===== src/core_cfg.svh =====
/*
 * Core configuration macros
 *   Word width, register count and counter width
 *   Device configuration register addresses
 */
`ifndef CORE_CFG_SVH
`define CORE_CFG_SVH

`define XLEN 32

`define NUM_REGS 8

`define PERF_CTR_BITS 32

// DCR addresses written by the host before START
`define DCR_STARTUP_PC 8'd0
`define DCR_DATA_BASE 8'd1
`define DCR_START 8'd2

`endif

===== src/core_bus_pkg.sv =====
/*
 * Bus payload definitions
 *   Data-memory request payload
 *   DCR address type
 */
`include "core_cfg.svh"

package core_bus_pkg;

    // rw is high for a store; loads ignore wdata
    typedef struct packed {
        logic              rw;
        logic [`XLEN-1:0]  addr;
        logic [`XLEN-1:0]  wdata;
    } mem_req_t;

    typedef logic [7:0] dcr_addr_t;

endpackage


===== src/core_isa_pkg.sv =====
/*
 * Instruction set definitions
 *   Opcode encoding and legality check
 *   R-form and I-form instruction layouts
 *   Union viewing one instruction word in either form
 */
package core_isa_pkg;

    typedef enum logic [3:0] {
        OP_ADD  = 4'd1,
        OP_SUB  = 4'd2,
        OP_ADDI = 4'd3,
        OP_LW   = 4'd4,
        OP_SW   = 4'd5,
        OP_BNE  = 4'd6,
        OP_HALT = 4'd15
    } opcode_t;

    typedef struct packed {
        opcode_t     opcode;
        logic [2:0]  rd;
        logic [2:0]  rs1;
        logic [2:0]  rs2;
        logic [18:0] unused;
    } instr_r_t;

    // SW stores rd and BNE compares rd with rs1
    typedef struct packed {
        opcode_t            opcode;
        logic [2:0]         rd;
        logic [2:0]         rs1;
        logic [5:0]         unused;
        logic signed [15:0] imm;
    } instr_i_t;

    typedef union packed {
        instr_r_t r;
        instr_i_t i;
    } instr_t;

    function automatic logic op_legal(logic [3:0] op);
        case (op)
            OP_ADD, OP_SUB, OP_ADDI, OP_LW, OP_SW, OP_BNE, OP_HALT: return 1'b1;
            default: return 1'b0;
        endcase
    endfunction

endpackage


===== src/fetch_if.sv =====
/*
 * Fetch to execute handoff
 *   Fetched instruction word with its PC
 *   valid/ready handshake, producer and consumer views
 */
`include "core_cfg.svh"

interface fetch_if import core_isa_pkg::*; ();

    logic             valid;
    logic             ready;
    logic [`XLEN-1:0] pc;
    instr_t           instr;

    modport producer (
        output valid,
        output pc,
        output instr,
        input  ready
    );

    modport consumer (
        input  valid,
        input  pc,
        input  instr,
        output ready
    );

endinterface


===== src/simple_core.sv =====
/*
 * Core top level
 *   Configuration registers, fetch, execute and performance counters
 *   Memory, DCR and commit trace on plain ports
 */
`include "core_cfg.svh"

module simple_core import core_bus_pkg::*; (
    input  logic                      clk,
    input  logic                      reset,
    input  logic                      dcr_wr_valid,
    input  dcr_addr_t                 dcr_wr_addr,
    input  logic [`XLEN-1:0]          dcr_wr_data,
    output logic                      imem_req_valid,
    input  logic                      imem_req_ready,
    output logic [`XLEN-1:0]          imem_req_addr,
    input  logic                      imem_rsp_valid,
    output logic                      imem_rsp_ready,
    input  logic [`XLEN-1:0]          imem_rsp_data,
    output logic                      dmem_req_valid,
    input  logic                      dmem_req_ready,
    output mem_req_t                  dmem_req_data,
    input  logic                      dmem_rsp_valid,
    output logic                      dmem_rsp_ready,
    input  logic [`XLEN-1:0]          dmem_rsp_data,
    output logic                      commit_valid,
    output logic [2:0]                commit_rd,
    output logic [`XLEN-1:0]          commit_value,
    output logic                      busy,
    output logic [`PERF_CTR_BITS-1:0] perf_ifetches,
    output logic [`PERF_CTR_BITS-1:0] perf_loads,
    output logic [`PERF_CTR_BITS-1:0] perf_stores,
    output logic [`PERF_CTR_BITS-1:0] perf_instret
);

    logic [`XLEN-1:0] startup_pc;
    logic [`XLEN-1:0] data_base;
    logic             start;
    logic             redirect_valid;
    logic [`XLEN-1:0] redirect_pc;
    logic             halted;

    fetch_if fetch_bus ();

    dcr_regs dcr_regs_inst (
        .clk          (clk),
        .reset        (reset),
        .dcr_wr_valid (dcr_wr_valid),
        .dcr_wr_addr  (dcr_wr_addr),
        .dcr_wr_data  (dcr_wr_data),
        .busy         (busy),
        .startup_pc   (startup_pc),
        .data_base    (data_base),
        .start        (start)
    );

    core_fetch core_fetch_inst (
        .clk            (clk),
        .reset          (reset),
        .start          (start),
        .startup_pc     (startup_pc),
        .redirect_valid (redirect_valid),
        .redirect_pc    (redirect_pc),
        .halted         (halted),
        .imem_req_valid (imem_req_valid),
        .imem_req_ready (imem_req_ready),
        .imem_req_addr  (imem_req_addr),
        .imem_rsp_valid (imem_rsp_valid),
        .imem_rsp_ready (imem_rsp_ready),
        .imem_rsp_data  (imem_rsp_data),
        .fetch          (fetch_bus.producer)
    );

    core_execute core_execute_inst (
        .clk            (clk),
        .reset          (reset),
        .start          (start),
        .data_base      (data_base),
        .fetch          (fetch_bus.consumer),
        .redirect_valid (redirect_valid),
        .redirect_pc    (redirect_pc),
        .halted         (halted),
        .busy           (busy),
        .dmem_req_valid (dmem_req_valid),
        .dmem_req_ready (dmem_req_ready),
        .dmem_req_data  (dmem_req_data),
        .dmem_rsp_valid (dmem_rsp_valid),
        .dmem_rsp_ready (dmem_rsp_ready),
        .dmem_rsp_data  (dmem_rsp_data),
        .commit_valid   (commit_valid),
        .commit_rd      (commit_rd),
        .commit_value   (commit_value)
    );

    core_perf core_perf_inst (
        .clk            (clk),
        .reset          (reset),
        .start          (start),
        .imem_req_valid (imem_req_valid),
        .imem_req_ready (imem_req_ready),
        .dmem_req_valid (dmem_req_valid),
        .dmem_req_ready (dmem_req_ready),
        .dmem_req_data  (dmem_req_data),
        .commit_valid   (commit_valid),
        .perf_ifetches  (perf_ifetches),
        .perf_loads     (perf_loads),
        .perf_stores    (perf_stores),
        .perf_instret   (perf_instret)
    );

endmodule


===== src/core_perf.sv =====
/*
 * Performance counters
 *   Instruction fetch requests
 *   Data loads and stores, split by request type
 *   Retired instructions with a result
 */
`include "core_cfg.svh"

module core_perf import core_bus_pkg::*; (
    input  logic                     clk,
    input  logic                     reset,
    input  logic                     start,
    input  logic                     imem_req_valid,
    input  logic                     imem_req_ready,
    input  logic                     dmem_req_valid,
    input  logic                     dmem_req_ready,
    input  mem_req_t                 dmem_req_data,
    input  logic                     commit_valid,
    output logic [`PERF_CTR_BITS-1:0] perf_ifetches,
    output logic [`PERF_CTR_BITS-1:0] perf_loads,
    output logic [`PERF_CTR_BITS-1:0] perf_stores,
    output logic [`PERF_CTR_BITS-1:0] perf_instret
);

    logic ifetch_fire;
    logic dmem_fire;

    assign ifetch_fire = imem_req_valid & imem_req_ready;
    assign dmem_fire   = dmem_req_valid & dmem_req_ready;

    always_ff @(posedge clk) begin
        if (reset || start) begin
            perf_ifetches <= '0;
            perf_loads    <= '0;
            perf_stores   <= '0;
            perf_instret  <= '0;
        end else begin
            perf_ifetches <= perf_ifetches + `PERF_CTR_BITS'(ifetch_fire);
            perf_loads    <= perf_loads + `PERF_CTR_BITS'(dmem_fire & ~dmem_req_data.rw);
            perf_stores   <= perf_stores + `PERF_CTR_BITS'(dmem_fire & dmem_req_data.rw);
            perf_instret  <= perf_instret + `PERF_CTR_BITS'(commit_valid);
        end
    end

endmodule


===== src/core_execute.sv =====
/*
 * Decode, execute and commit
 *   Union-based decode of R-form and I-form words
 *   Register file with hardwired zero in r0
 *   ALU, BNE resolution and redirect
 *   Load/store sequencing on the data-memory bus
 *   Commit reporting and busy tracking
 */
`include "core_cfg.svh"

module core_execute import core_isa_pkg::*, core_bus_pkg::*; (
    input  logic             clk,
    input  logic             reset,
    input  logic             start,
    input  logic [`XLEN-1:0] data_base,
    fetch_if.consumer        fetch,
    output logic             redirect_valid,
    output logic [`XLEN-1:0] redirect_pc,
    output logic             halted,
    output logic             busy,
    output logic             dmem_req_valid,
    input  logic             dmem_req_ready,
    output mem_req_t         dmem_req_data,
    input  logic             dmem_rsp_valid,
    output logic             dmem_rsp_ready,
    input  logic [`XLEN-1:0] dmem_rsp_data,
    output logic             commit_valid,
    output logic [2:0]       commit_rd,
    output logic [`XLEN-1:0] commit_value
);

    typedef enum logic [1:0] {
        S_IDLE,
        S_REQ,
        S_WAIT
    } ex_state_t;

    ex_state_t        state;
    instr_t           ins;
    opcode_t          op;
    logic             fire;
    logic             is_rform;
    logic             is_alu;
    logic             is_mem;
    logic [2:0]       src_b_idx;
    logic [`XLEN-1:0] src_a;
    logic [`XLEN-1:0] src_b;
    logic [`XLEN-1:0] imm_ext;
    logic [`XLEN-1:0] alu_result;
    logic             load_done;
    logic [2:0]       ld_rd;
    mem_req_t         mem_req;
    logic [`XLEN-1:0] regs [`NUM_REGS];

    assign ins      = fetch.instr;
    assign op       = ins.r.opcode;
    assign fire     = fetch.valid & fetch.ready;
    assign is_rform = (op == OP_ADD) || (op == OP_SUB);
    assign is_alu   = is_rform || (op == OP_ADDI);
    assign is_mem   = (op == OP_LW) || (op == OP_SW);
    assign imm_ext  = `XLEN'($signed(ins.i.imm));

    // The second operand comes from rs2 in R-form and from rd otherwise
    assign src_b_idx = is_rform ? ins.r.rs2 : ins.i.rd;
    assign src_a     = (ins.r.rs1 == 3'd0) ? '0 : regs[ins.r.rs1];
    assign src_b     = (src_b_idx == 3'd0) ? '0 : regs[src_b_idx];

    always_comb begin
        case (op)
            OP_ADD:  alu_result = src_a + src_b;
            OP_SUB:  alu_result = src_a - src_b;
            default: alu_result = src_a + imm_ext;
        endcase
    end

    assign redirect_valid = fire && (op == OP_BNE) && (src_a != src_b);
    assign redirect_pc    = fetch.pc + `XLEN'(4) + (imm_ext << 2);
    assign halted         = fire && (op == OP_HALT);

    // Only one instruction is in flight, so a memory access stalls the handoff
    assign fetch.ready    = (state == S_IDLE);
    assign dmem_req_valid = (state == S_REQ);
    assign dmem_req_data  = mem_req;
    assign dmem_rsp_ready = (state == S_WAIT);
    assign load_done      = dmem_rsp_valid & dmem_rsp_ready;

    assign commit_valid = (fire & is_alu) | load_done;
    assign commit_rd    = load_done ? ld_rd : ins.r.rd;
    assign commit_value = load_done ? dmem_rsp_data : alu_result;

    always_ff @(posedge clk) begin
        if (reset) begin
            state <= S_IDLE;
            busy  <= 1'b0;
        end else begin
            if (start) begin
                busy <= 1'b1;
            end else if (halted) begin
                busy <= 1'b0;
            end
            case (state)
                S_IDLE: if (fire && is_mem) state <= S_REQ;
                S_REQ:  if (dmem_req_ready) state <= mem_req.rw ? S_IDLE : S_WAIT;
                S_WAIT: if (dmem_rsp_valid) state <= S_IDLE;
                default: state <= S_IDLE;
            endcase
        end
    end

    always_ff @(posedge clk) begin
        if (fire && is_mem) begin
            mem_req.rw    <= (op == OP_SW);
            mem_req.addr  <= data_base + src_a + imm_ext;
            mem_req.wdata <= src_b;
            ld_rd         <= ins.i.rd;
        end
        // r0 stays zero but its commit is still reported
        if (commit_valid && commit_rd != 3'd0) begin
            regs[commit_rd] <= commit_value;
        end
    end

    assert property (@(posedge clk) disable iff (reset) fire |-> op_legal(op));

    assert property (@(posedge clk) disable iff (reset) dmem_rsp_valid |-> state == S_WAIT);

endmodule


===== src/core_fetch.sv =====
/*
 * Instruction fetch
 *   PC register with sequential and branch redirect update
 *   Single outstanding instruction-memory request
 *   Holding buffer for the returned word until execute accepts it
 */
`include "core_cfg.svh"

module core_fetch (
    input  logic             clk,
    input  logic             reset,
    input  logic             start,
    input  logic [`XLEN-1:0] startup_pc,
    input  logic             redirect_valid,
    input  logic [`XLEN-1:0] redirect_pc,
    input  logic             halted,
    output logic             imem_req_valid,
    input  logic             imem_req_ready,
    output logic [`XLEN-1:0] imem_req_addr,
    input  logic             imem_rsp_valid,
    output logic             imem_rsp_ready,
    input  logic [`XLEN-1:0] imem_rsp_data,
    fetch_if.producer        fetch
);

    logic [`XLEN-1:0] pc;
    logic             running;
    logic             outstanding;
    logic             fetch_fire;

    // A new request goes out only when nothing is in flight or buffered
    assign imem_req_valid = running & ~outstanding & ~fetch.valid;
    assign imem_req_addr  = pc;
    assign imem_rsp_ready = outstanding;
    assign fetch.pc       = pc;
    assign fetch_fire     = fetch.valid & fetch.ready;

    always_ff @(posedge clk) begin
        if (reset) begin
            running     <= 1'b0;
            outstanding <= 1'b0;
            fetch.valid <= 1'b0;
        end else if (start) begin
            running     <= 1'b1;
            outstanding <= 1'b0;
            fetch.valid <= 1'b0;
        end else begin
            if (imem_req_valid && imem_req_ready) begin
                outstanding <= 1'b1;
            end
            if (imem_rsp_valid && imem_rsp_ready) begin
                outstanding <= 1'b0;
                fetch.valid <= 1'b1;
            end
            if (fetch_fire) begin
                fetch.valid <= 1'b0;
                if (halted) begin
                    running <= 1'b0;
                end
            end
        end
    end

    always_ff @(posedge clk) begin
        if (start) begin
            pc <= startup_pc;
        end else if (fetch_fire) begin
            pc <= redirect_valid ? redirect_pc : pc + `XLEN'(4);
        end
        if (imem_rsp_valid && imem_rsp_ready) begin
            fetch.instr <= imem_rsp_data;
        end
    end

    assert property (@(posedge clk) disable iff (reset)
        imem_req_valid && !imem_req_ready |=> imem_req_valid && $stable(imem_req_addr));

    assert property (@(posedge clk) disable iff (reset) imem_rsp_valid |-> outstanding);

endmodule


===== src/dcr_regs.sv =====
/*
 * Device configuration registers
 *   Startup PC and data base address
 *   One-cycle start pulse, accepted only while idle
 */
`include "core_cfg.svh"

module dcr_regs import core_bus_pkg::*; (
    input  logic             clk,
    input  logic             reset,
    input  logic             dcr_wr_valid,
    input  dcr_addr_t        dcr_wr_addr,
    input  logic [`XLEN-1:0] dcr_wr_data,
    input  logic             busy,
    output logic [`XLEN-1:0] startup_pc,
    output logic [`XLEN-1:0] data_base,
    output logic             start
);

    always_ff @(posedge clk) begin
        if (reset) begin
            startup_pc <= '0;
            data_base  <= '0;
            start      <= 1'b0;
        end else begin
            start <= 1'b0;
            if (dcr_wr_valid) begin
                case (dcr_wr_addr)
                    `DCR_STARTUP_PC: startup_pc <= dcr_wr_data;
                    `DCR_DATA_BASE:  data_base  <= dcr_wr_data;
                    // Busy rises one cycle after the pulse, so a pulse in flight also blocks
                    `DCR_START:      start <= ~busy & ~start;
                    default: ;
                endcase
            end
        end
    end

    assert property (@(posedge clk) disable iff (reset) start |-> !busy);

endmodule


===== config.mk =====
export PLATFORM = sky130hd
export DESIGN_NAME = simple_core
export DESIGN_NICKNAME = d
export VERILOG_FILES = /design/src/core_bus_pkg.sv /design/src/core_isa_pkg.sv /design/src/fetch_if.sv /design/src/simple_core.sv /design/src/core_perf.sv /design/src/core_execute.sv /design/src/core_fetch.sv /design/src/dcr_regs.sv
export VERILOG_INCLUDE_DIRS = /design/src
export SDC_FILE = /design/constraint.sdc
export NUM_CORES = 1
export LEC_CHECK = 0
export BUFFER_PORTS_ARGS = -buffer_cell sky130_fd_sc_hd__buf_2
export CORE_ASPECT_RATIO = 1.75
export CORE_MARGIN = 3
export CORE_UTILIZATION = 45
export DETAILED_ROUTE_END_ITERATION = 6
export PLACE_DENSITY_LB_ADDON = 0.05
export REMOVE_ABC_BUFFERS = 1
export SLEW_MARGIN = 15
export SYNTH_ARGS = -nofsm -noshare
export SYNTH_HDL_FRONTEND = slang
export SYNTH_HIERARCHICAL = 1
export SYNTH_SLANG_ARGS = --single-unit

===== constraint.sdc =====
create_clock -name clk -period 5.7 [get_ports clk]
set_clock_uncertainty 0.2 [all_clocks]
set_input_delay 0.285 -clock clk [delete_from_list [all_inputs] [get_ports clk]]
set_output_delay 0.285 -clock clk [all_outputs]
set_load 0.03 [all_outputs]

Yosys cells after proc, flatten, opt, wreduce, memory -nomap -nowiden --
Memory sizes are Yosys's and may differ from the RTL's. A register that Yosys moved wholly into a read port is not among the register bits. Index checks and enable logic that the tools add are counted. W data, S select, Z words.
Word-level totals: register bits after elaboration 331, RAM bits 256, input bits 111, output and inout bits 266, logic and storage cells 109, memories 1
Cells by class: add/subtract/negate cells 11, eq/ne operators 15, mux-type cells 21, bitwise gates (word level) 18, reductions and logical operators 25
Memory list:
- core_execute_inst.regs | depth 8, width 32, rd ports 2, clocked after memory_dff 1, write ports 1, line core_execute.sv:53 | logic [`XLEN-1:0] regs [`NUM_REGS];
Operators with widths (count):
- $add A32 B32 Y32 | 7
- $mux W32 | 6
- $add A32 B1 Y32 | 2
- $pmux W32 S2 | 1
- $add A32 B3 Y32 const B | 1
- $and A1 B32 Y32 | 1
- $ne A32 B32 Y1 | 1
- $not A1 Y32 | 1
- $sub A32 B32 Y32 | 1
- $eq A4 B3 Y1 const B | 3
- $and A1 B1 Y1 | 9
- $mux W3 | 3
- $reduce_or A3 Y1 | 3
- $eq A4 B2 Y1 const B | 2
- $eq A8 B1 Y1 const B | 1
- $eq A8 B2 Y1 const B | 1
- $logic_not A8 Y1 | 1
- $mux W2 | 4
- $logic_and A1 B1 Y1 | 7
- $logic_not A3 Y1 | 2
- $mux W1 | 6
- $not A1 Y1 | 6
- $pmux W2 S3 | 1
- $reduce_and A2 Y1 | 3
- 12 further kinds | 17

Depth between registers and ports, before layout --
Gate-level depths: netlist of the first run.
word-level depth 10, depth in mapped cells 24, gate-level depth less buffers 21

By module --
The synthesis of the first run kept the hierarchy.
By module, submodules not included:
- core_execute | times used 1, cells an instance 2179, area each 21184.1 µm², sequential area each 8828.5 µm²
- core_perf | times used 1, cells an instance 713, area each 6082.1 µm², sequential area each 2562.5 µm²
- core_fetch | times used 1, cells an instance 299, area each 3462.1 µm², sequential area each 1981.9 µm²
- dcr_regs | times used 1, cells an instance 253, area each 2730.1 µm², sequential area each 1301.2 µm²

Worst setup path before layout of the first run --
Ideal clock, no wire load.
path type reg-to-reg, start point reg core_execute_inst.state[1], end point reg core_execute_inst.mem_req, in the netlist core_execute_inst/dmem_req_data[0] (enable), setup time 0.580 ns, data arrival time 5.312 ns, data required time 4.920 ns, slack -0.392 ns, cell stages (with the launch flop) 4, buffers on the path 0, period minus slack after synthesis 6.092 ns, cell sequence dfxtp_1 -> nor2_1 -> nand2_1 -> nor3_1
Between the ends: longest elaborated chain between the ends 3
Ends and longest elaborated chain:
- start, declared | line core_execute.sv:38 | ex_state_t state;
- start signal, assigned | line core_execute.sv:103 | S_REQ: if (dmem_req_ready) state <= mem_req.rw ? S_IDLE : S_WAIT;
- $logic_not A2 Y1 | line core_execute.sv:81 | assign fetch.ready = (state == S_IDLE);
- named net fetch_bus.ready | line fetch_if.sv:11 | logic ready;
- $and A1 B1 Y1 | line core_execute.sv:57 | assign fire = fetch.valid & fetch.ready;
- $logic_and A1 B1 Y1 | line core_execute.sv:111 | if (fire && is_mem) begin
- end, declared | line core_execute.sv:52 | mem_req_t mem_req;
The timed path passes the listed nets, and every way through them passes these cells. A chain may end at the register's enable or synchronous reset.

Worst setup path after layout of the first run --
start point reg core_fetch_inst.fetch.instr[31], end point out commit_value[30]
Between the ends: longest elaborated chain between the ends 8, elaborated cells on any way between the ends 11, those cells by class add/sub (2); eq/ne (2); mux (4); reduce/logical (2); memory (1)
Ends and longest elaborated chain:
- start, declared | line fetch_if.sv:18 | output instr,
- start signal, assigned | line core_fetch.sv:71 | fetch.instr <= imem_rsp_data;
- $eq A4 B1 Y1 / $eq A4 B2 Y1 (equally long branches) | line core_execute.sv:58 | assign is_rform = (op == OP_ADD) || (op == OP_SUB);
- $logic_or A1 B1 Y1 * | line core_execute.sv:58
- $mux W3 * | line core_execute.sv:64 | assign src_b_idx = is_rform ? ins.r.rs2 : ins.i.rd;
- $mem_v2 Z8 W32 / $logic_not A3 Y1 (equally long branches)
- $mux W32 * | line core_execute.sv:66 | assign src_b = (src_b_idx == 3'd0) ? '0 : regs[src_b_idx];
- named net core_execute_inst.src_b[15] | line core_execute.sv:47 | logic [`XLEN-1:0] src_b;
- $sub A32 B32 Y32 / $add A32 B32 Y32 (equally long branches) | line core_execute.sv:71, core_execute.sv:70
- $pmux W32 S2 * | line core_execute.sv:69 | case (op)
- $mux W32 * | line core_execute.sv:89 | assign commit_value = load_done ? dmem_rsp_data : alu_result;
- end, declared | line simple_core.sv:28 | output logic [`XLEN-1:0] commit_value,
Mark *: on every way through the listed nets, which the timed path passes. The rest lies on a longest branch.

==> impl_results.md, run 1 <==
- Status: complete, but fails checks
- Violated checks: setup timing
- Pin count of the biggest net entering global routing: 85
- Wirelength, routed: 115000 um
- Worst-Margin Slew: 1.01 ns
- Max clock buf depth: 3
- Core area: 73300 um2
- Final Hold Viols: 0
- Final period util: 103%
- Root Buffer: clkbuf_16
- Synthesized cell area: 33400 um2
- Vias in the first global route: 30100
- Slew HR: 32.9%
- VDD IR-drop max: 0.232 mV
- Num CTS Buffers: 54
- Die Y: 366 um
- First-pass GRT wire length: 173000 um
- Post-layout total power: 0.00830 W
- Pins over their slew limit: 0
- Clk_lat worst skew: 0.62 ns
- RSZ-0062 raised after global routing: yes
- # H-tree levels: 2
- Layout cells sized above 1: 26.9%
- Hold WC Path Type: in -> reg
- Port bufs: 373
- WP data arrival: 5.36 ns
- CP max FO: 16
- Initial antenna violation count: 1
- Required time of the critical path: 5.22 ns
- Lkg Pwr: 17.4 nW
- Routed len/inst: 22.5 um
- Syn Inst Count: 3441
- Post-route ant nets: 0
- Syn_area_per_cell: 9.70 um2
- Final design area excluding fillers: 42700 um2
- Grt ovf: 0
- Kind of end point of the critical path: primary output
- Fmax: 171 MHz
- Startpoint Class: flop
- Vias: 29600
- DRT Pass-1 Iters: 6
- Post-route setup TNS: -0.348 ns
- CTS tree: yes
- Post-layout min period: 5.85 ns
- Num rows: 131
- Total GRT Usage: 28.8%
- Starting Density: 45.5%
- Clock-pin slew on the worst setup and hold paths: 0.07 ns
- Setup CP Type: reg -> out
- IO Count: 377
- GP Congestion: 0.924
- Initial DRC Count: 2209
- Final #Nets: 4438
- Die area: 77600 um2
- Via density: 5.79
- Drc violations: 0
- # setup viols final: 5
- Setup ws final: -0.147 ns
- Pwr/cell area: 194 nW/um2
- DP Wirelength: 82300 um
- Cell Area, Placed: 38100 um2
- Slowest-stage cell, CP: edfxtp_1
- Crit path largest cell delay: 0.43 ns
- Worst-path cell chain: or2_4 > o21ai_4 > and2_4 > buf_12 > buf_16 > nand2_1 > a21oi_2 > a21oi_2 > o21ai_2 > o21a_1 > ha_1 > a21o_1 > a21oi_4 > nor2_2 > o41ai_2 > buf_4 > a2bb2oi_2 > buf_4 > nand4_1 > a31oi_1 > o41ai_2 > o32a_1 > buf_6
- YS warnings: 6
- Max Cap Viol: 0
- Area growth syn-to-layout: 28.0%
- Die width: 212 um
- Clk sinks: 552
-- area by class of cell --
type | instances | area [um2]
inverters | 194 | 728
fillers | 6394 | 30600
repair buffers | 829 | 6070
clock inverters | 36 | 408
multi-input cells | 2502 | 18200
well taps | 931 | 1160
clock buffers | 66 | 1550
flip-flops and latches | 552 | 14600
diodes | 2 | 5.00
-- power breakdown --
group / switching (W) / internal (W)
Clock: 0.00166 / 0.00227
Sequential: 0.000000834 / 0.00420
Combinational: 0.0000816 / 0.0000883
-- worst max-delay path, delay by kind of cell (launching register included) --
kind	cells	cell delay, ns
buffers and inverters	5	0.82
and+or+nand+nor	5	0.79
AOI/OAI and AO/OA	12	2.41
DFF	1	0.43
adders and majority gates	1	0.24
-- final timing paths --
check / from / to / slack [ns] / cells past startpoint
worst min register to register: core_perf_inst/perf_stores[31] / core_perf_inst/perf_stores[31] / 0.27 / 2
worst max register to register: core_fetch_inst/fetch.instr[23] / core_execute_inst/dmem_req_data[60] / 0.32 / 21
worst max-delay path: core_fetch_inst/fetch.instr[31] / commit_value[30] / -0.15 / 23
worst min-delay path: dmem_rsp_data[5] / core_execute_inst/regs[3][5] / 0.008 / 3
-- cell usage in the layout (no fill, tap or decap), types with 25 or more instances in the layout --
cell,count
a21o_1,47
a21oi_1,226
a21oi_2,33
a22oi_1,46
and3_1,25
buf_2,358
buf_4,327
buf_6,33
clkbuf_16,62
dfxtp_1,198
dlygate4sd3_1,82
edfxtp_1,353
fa_1,33
ha_1,140
inv_1,189
mux2_2,37
mux2i_1,86
mux4_2,32
nand2_1,387
nand2b_1,122
nand3_1,156
nand4_1,55
nor2_1,175
nor3_1,47
nor4_1,27
o21a_1,42
o21ai_0,120
o21ai_1,31
o31ai_1,37
or3_1,37
or4_1,41
xnor2_1,115
xor2_1,48
-- layer usage --
layer / share of wire [%] / up-vias / global-route usage (%)
met4: 5.8 / 0 / 14.4
met5: 0 / - / 0
met1: 39 / 14300 / 33.7
met3: 5.8 / 281 / 3.70
met2: 50 / 1111 / 51.3
li1: - / 13900 / -
-- metrics by stage --
step                      hold slack [ns]  setup slack, ns  utilization, %  cells
final                             0.00775           -0.147            58.3   5112
after global routing               0.0180           -0.363            58.3   5110
after CTS                         0.00756           -0.175            57.3   5091
after detailed placement            0.260           -0.109            51.9   4871
after global placement              0.257          -0.0761            51.9   4871
after floorplan                     0.157            -1.15               -   3246
-- sequential cells by signal (all words and copies together), names as in the netlist --
signal / cells
core_execute_inst/busy: 1
dcr_regs_inst/start: 1
dcr_regs_inst/startup_pc: 32
core_execute_inst/state: 2
core_perf_inst/perf_instret: 32
core_execute_inst/dmem_req_data: 65
core_fetch_inst/fetch.valid: 1
core_perf_inst/perf_ifetches: 32
core_execute_inst/regs: 224
core_perf_inst/perf_loads: 32
core_perf_inst/perf_stores: 32
core_fetch_inst/fetch.pc: 32
core_fetch_inst/imem_rsp_ready: 1
core_fetch_inst/fetch.instr: 29
dcr_regs_inst/data_base: 32
core_fetch_inst/running: 1
core_execute_inst/ld_rd: 3
-- repair_timing --
item	in CTS	in global routing
pin swaps	50	65
hold buffers	81	1
gates resized for setup	157	141
cloned	8	1
setup buffers	31	23
endpoints found under the setup margin	34	25
hold endpoints to repair	190	7
Note: power is estimated with default switching activity, not from simulation.
==> run 2: changes to the inputs <==
Settings changed: PLACE_DENSITY set to 0.73, PLACE_DENSITY_LB_ADDON 0.05 to unset, SYNTH_HIERARCHICAL 1 to unset.
==> run 2 against run 1 <==
  * The run still ends with setup timing left
  * Sequential power increased by 6.9%
  * Non-clock buffer count decreased by 62
  * First-iteration DRC count increased by 16%
  * Worst hold slack better by 0.010 ns
  * Register-to-register slack lost 0.10 ns
  * Flip-flop and latch count up 35
  * Combinational power is 18% higher
  * Area after synthesis decreased by 1.9%
  * Global-route usage decreased by 2.2 points
  * Routed wire length decreased by 9.1%
  * Core utilization decreased by 0.62 points
  * Largest power group unchanged
  * Highest routed layer unchanged
==> impl_results.md, run 2 <==
- GP Congestion: 1.00 (was 0.924)
- Share of the synthesized area in the top cell type: 35.3%
- Syn_area_per_cell: 10.5 um2 (was 9.70 um2)
- Final #Nets: 4108 (was 4438)
- Synthesized cell area: 32700 um2 (was 33400 um2)
- Syn Inst Count: 3129 (was 3441)
- Fillers: 6035 (was 6394)
- Grt ovf: 0 (unchanged)
- Pwr/cell area: 201 nW/um2 (was 194 nW/um2)
- Reg2reg start: core_fetch_inst.fetch.instr[28] (was core_fetch_inst/fetch.instr[23])
- Worst-Margin Slew: 1.10 ns (was 1.01 ns)
- Lkg Pwr: 16.7 nW (was 17.4 nW)
- Starting Density: 45.5% (about the same)
- First-pass GRT wire length: 157000 um (was 173000 um)
- Sequential Power Share: 54.0% (was 50.7%)
- Clock-pin slew on the worst setup and hold paths: 0.07 ns (about the same)
- Clk_lat worst skew: 0.63 ns (was 0.62 ns)
- Setup CP Type: reg -> out (unchanged)
- Final Hold Viols: 0 (unchanged)
- Port bufs: 373 (unchanged)
- Required time of the critical path: 5.22 ns (about the same)
- # H-tree levels: 2 (unchanged)
- Crit path max-delay family: compound AO/OA/AOI/OAI gates (unchanged)
- Layout cells sized above 1: 27.7% (was 26.9%)
- Synthesis-stage register bit count: 587
- Slowest-stage cell, CP: edfxtp_1 (unchanged)
- Via density: 5.73 (was 5.79)
- Most repeated library cell on the critical path: o21ai_1
- Setup ws final: -0.348 ns (was -0.147 ns)
- Die width: 210 um (was 212 um)
- DP Wirelength: 76600 um (was 82300 um)
- Min-delay src: dmem_rsp_data[8] (was dmem_rsp_data[5])
- Startpoint Class: flop (unchanged)
- Total GRT Usage: 26.6% (was 28.8%)
- Final design area excluding fillers: 41500 um2 (was 42700 um2)
- Hold WC Path Type: in -> reg (unchanged)
- CP max FO: 12 (was 16)
- Most frequent cells in the layout: nand2_1, edfxtp_1, buf_2 (was nand2_1, buf_2, edfxtp_1)
- Post-route ant nets: 0 (unchanged)
- Commonest non-fill, non-tap cell in the layout: nand2_1 (unchanged)
- WP data arrival: 5.56 ns (was 5.36 ns)
- Most flops, register: core_execute_inst.regs (was core_execute_inst/regs)
- IO Count: 377 (unchanged)
- YS warnings: 0 (was 6)
- Yosys cell types: 93
- Kind of end point of the critical path: primary output (unchanged)
- Ranking of synthesized cells by area: edfxtp_1, dfxtp_1, mux4_2
- Routed len/inst: 21.8 um (was 22.5 um)
- Register area share after synthesis: 47.7%
- Die area: 76200 um2 (was 77600 um2)
- Worst-path cell chain: xor2_2 > nand2_2 > buf_4 > buf_12 > mux2_2 > buf_6 > a221o_1 > o21ai_4 > o21ai_1 > ha_1 > a21o_1 > a21o_1 > a21oi_2 > nand2b_1 > o31ai_4 > o31a_1 > nor2b_1 > o21ai_1 > a21oi_1 > xnor2_1 > o21ai_1 > a211oi_1 > buf_4 > buf_6 (was or2_4 > o21ai_4 > and2_4 > buf_12 > buf_16 > nand2_1 > a21oi_2 > a21oi_2 > o21ai_2 > o21a_1 > ha_1 > a21o_1 > a21oi_4 > nor2_2 > o41ai_2 > buf_4 > a2bb2oi_2 > buf_4 > nand4_1 > a31oi_1 > o41ai_2 > o32a_1 > buf_6)
- CTS tree: yes (unchanged)
- Die Y: 363 um (was 366 um)
- Post-route setup TNS: -3.14 ns (was -0.348 ns)
- RSZ-0062 raised after global routing: yes (unchanged)
- Layout Utilization: 57.7% (was 58.3%)
- Comb power frac: 2.4% (was 2.0%)
- Initial DRC Count: 2570 (was 2209)
- Final period util: 106% (was 103%)
- Violated checks: setup timing (unchanged)
- Num rows: 130 (was 131)
- CP Launch Point: core_fetch_inst.fetch.instr[28] (was core_fetch_inst/fetch.instr[31])
- Max Cap Viol: 0 (unchanged)
- CP Buf/Inv Count: 5 (unchanged)
- Core area: 71900 um2 (was 73300 um2)
- Slew HR: 26.1% (was 32.9%)
- Crit path largest cell delay: 0.51 ns (was 0.43 ns)
- Min Hold Slack: 0.0178 ns (was 0.00775 ns)
- Max reg flops: 256 (was 224)
- Drc violations: 0 (unchanged)
- Area growth syn-to-layout: 26.7% (was 28.0%)
- Net Sw Frac: 21.1% (was 21.0%)
- Vias: 27500 (was 29600)
- P_sw: 0.00176 W (was 0.00174 W)
- Number of enable flip-flop cells after synthesis: 385
- Cell Area, Placed: 37400 um2 (was 38100 um2)
- Vias in the first global route: 27700 (was 30100)
- Main synth FF type: edfxtp_1
- Internal power: 0.00657 W (was 0.00656 W)
- Wirelength, routed: 105000 um (was 115000 um)
- Clk pwr share: 43.6% (was 47.3%)
- Root Buffer: clkbuf_16 (unchanged)
- Post-layout total power: 0.00832 W (was 0.00830 W)
- Synth cell count leaders: nand2_1, edfxtp_1, a21oi_1
- Clk sinks: 587 (was 552)
- Status: complete, but fails checks (unchanged)
- VDD IR-drop max: 0.196 mV (was 0.232 mV)
- # setup viols final: 18 (was 5)
- Asr flop ratio synth: 0%
- Most frequent cell after synthesis: nand2_1
- Initial antenna violation count: 2 (was 1)
- Fmax: 165 MHz (was 171 MHz)
- Post-layout min period: 6.05 ns (was 5.85 ns)
- Pins over their slew limit: 0 (unchanged)
- Num CTS Buffers: 52 (was 54)
- Pin count of the biggest net entering global routing: 78 (was 85)
- Max clock buf depth: 3 (unchanged)
- DRT Pass-1 Iters: 6 (unchanged)
- Synth area leader: edfxtp_1
==> run 2: cell count changes in the layout (fill, tap and decap cells not counted), sizes merged, moves of 60 or more <==
cell / before / now
inv: 199 / 93
nor2: 185 / 285
mux4: 32 / 92
xor2: 49 / 136
nand3: 170 / 86
nand2b: 124 / 42
buf: 743 / 683
==> run 2: tightest hold or removal path, cell delays in order <==
cell and delay (ns):
buf_2 0.14, a32oi_1 0.07, o21ai_0 0.09, buf_4 0.15
==> run 2: cell type report <==
class	count	area [um2]	area share, %
Antenna cell	1	2.50	0.00603
Clock buffer	70	1470	3.55
Clock inverter	25	264	0.637
Inverter	85	322	0.775
Multi-Input combinational cell	2343	17200	41.6
Sequential cell	587	15600	37.7
Tap cell	924	1160	2.79
Timing Repair Buffer	767	5400	13.0
==> run 2: repair_timing <==
action,4_1_cts,5_1_grt
setup buffers,28,25
endpoints found under the hold margin,188,0
pin swaps,81,39
gates cloned,0,1
setup endpoints to repair,117,31
hold buffers,83,0
resized for setup,222,74
==> run 2: final timing paths <==
check | end | slack, ns | cells past startpoint
worst max-delay path | commit_value[31] | -0.35 | 24
worst min-delay path | core_execute_inst.regs[1][8] | 0.02 | 4
worst max register to register | core_execute_inst.regs[5][29] | 0.22 | 25
worst min register to register | dcr_regs_inst.startup_pc[7] | 0.25 | 2
==> run 2: kinds of logic (layout without fill, tap and decap cells) <==
family                   after synthesis  after routing  synth area share [%]
AO/OA/AOI/OAI                        676            676                  12.5
XOR/XNOR                             244            244                  6.57
adder cells (fa/ha/maj)              165            165                  7.08
buffers and inverters                230            947                  2.74
flip-flops                           587            587                  47.7
multiplexers                         169            169                  8.83
other                                  1             33                0.0115
AND/OR/NAND/NOR                     1057           1057                  14.6
==> run 2: routing by layer <==
| metal | wire, um | global-route usage, % |
|---|---|---|
| met5 | 0 | 0 |
| met3 | 7560 | 4.43 |
| met1 | 39100 | 30.9 |
| met4 | 6240 | 13.8 |
| met2 | 51800 | 46.9 |
==> run 2: per-stage QoR <==
| stage | cells | setup WS [ns] |
|---|---|---|
| 2_1_floorplan | 3015 | -1.83 |
| 3_3_place_gp | 4572 | -0.216 |
| 3_5_place_dp | 4572 | -0.253 |
| 4_1_cts | 4775 | -0.279 |
| 5_1_grt | 4802 | -0.607 |
| 6_report | 4802 | -0.348 |
==> run 2: power by group through the flow <==
stage / Sequential, W / Combinational, W / Clock [W]
after floorplan: 0.00459 / 0.0000528 / 0
after global placement: 0.00459 / 0.000141 / 0
after detailed placement: 0.00459 / 0.000141 / 0
after CTS: 0.00450 / 0.000194 / 0.00371
after global routing: 0.00449 / 0.000215 / 0.00386
final: 0.00450 / 0.000200 / 0.00363
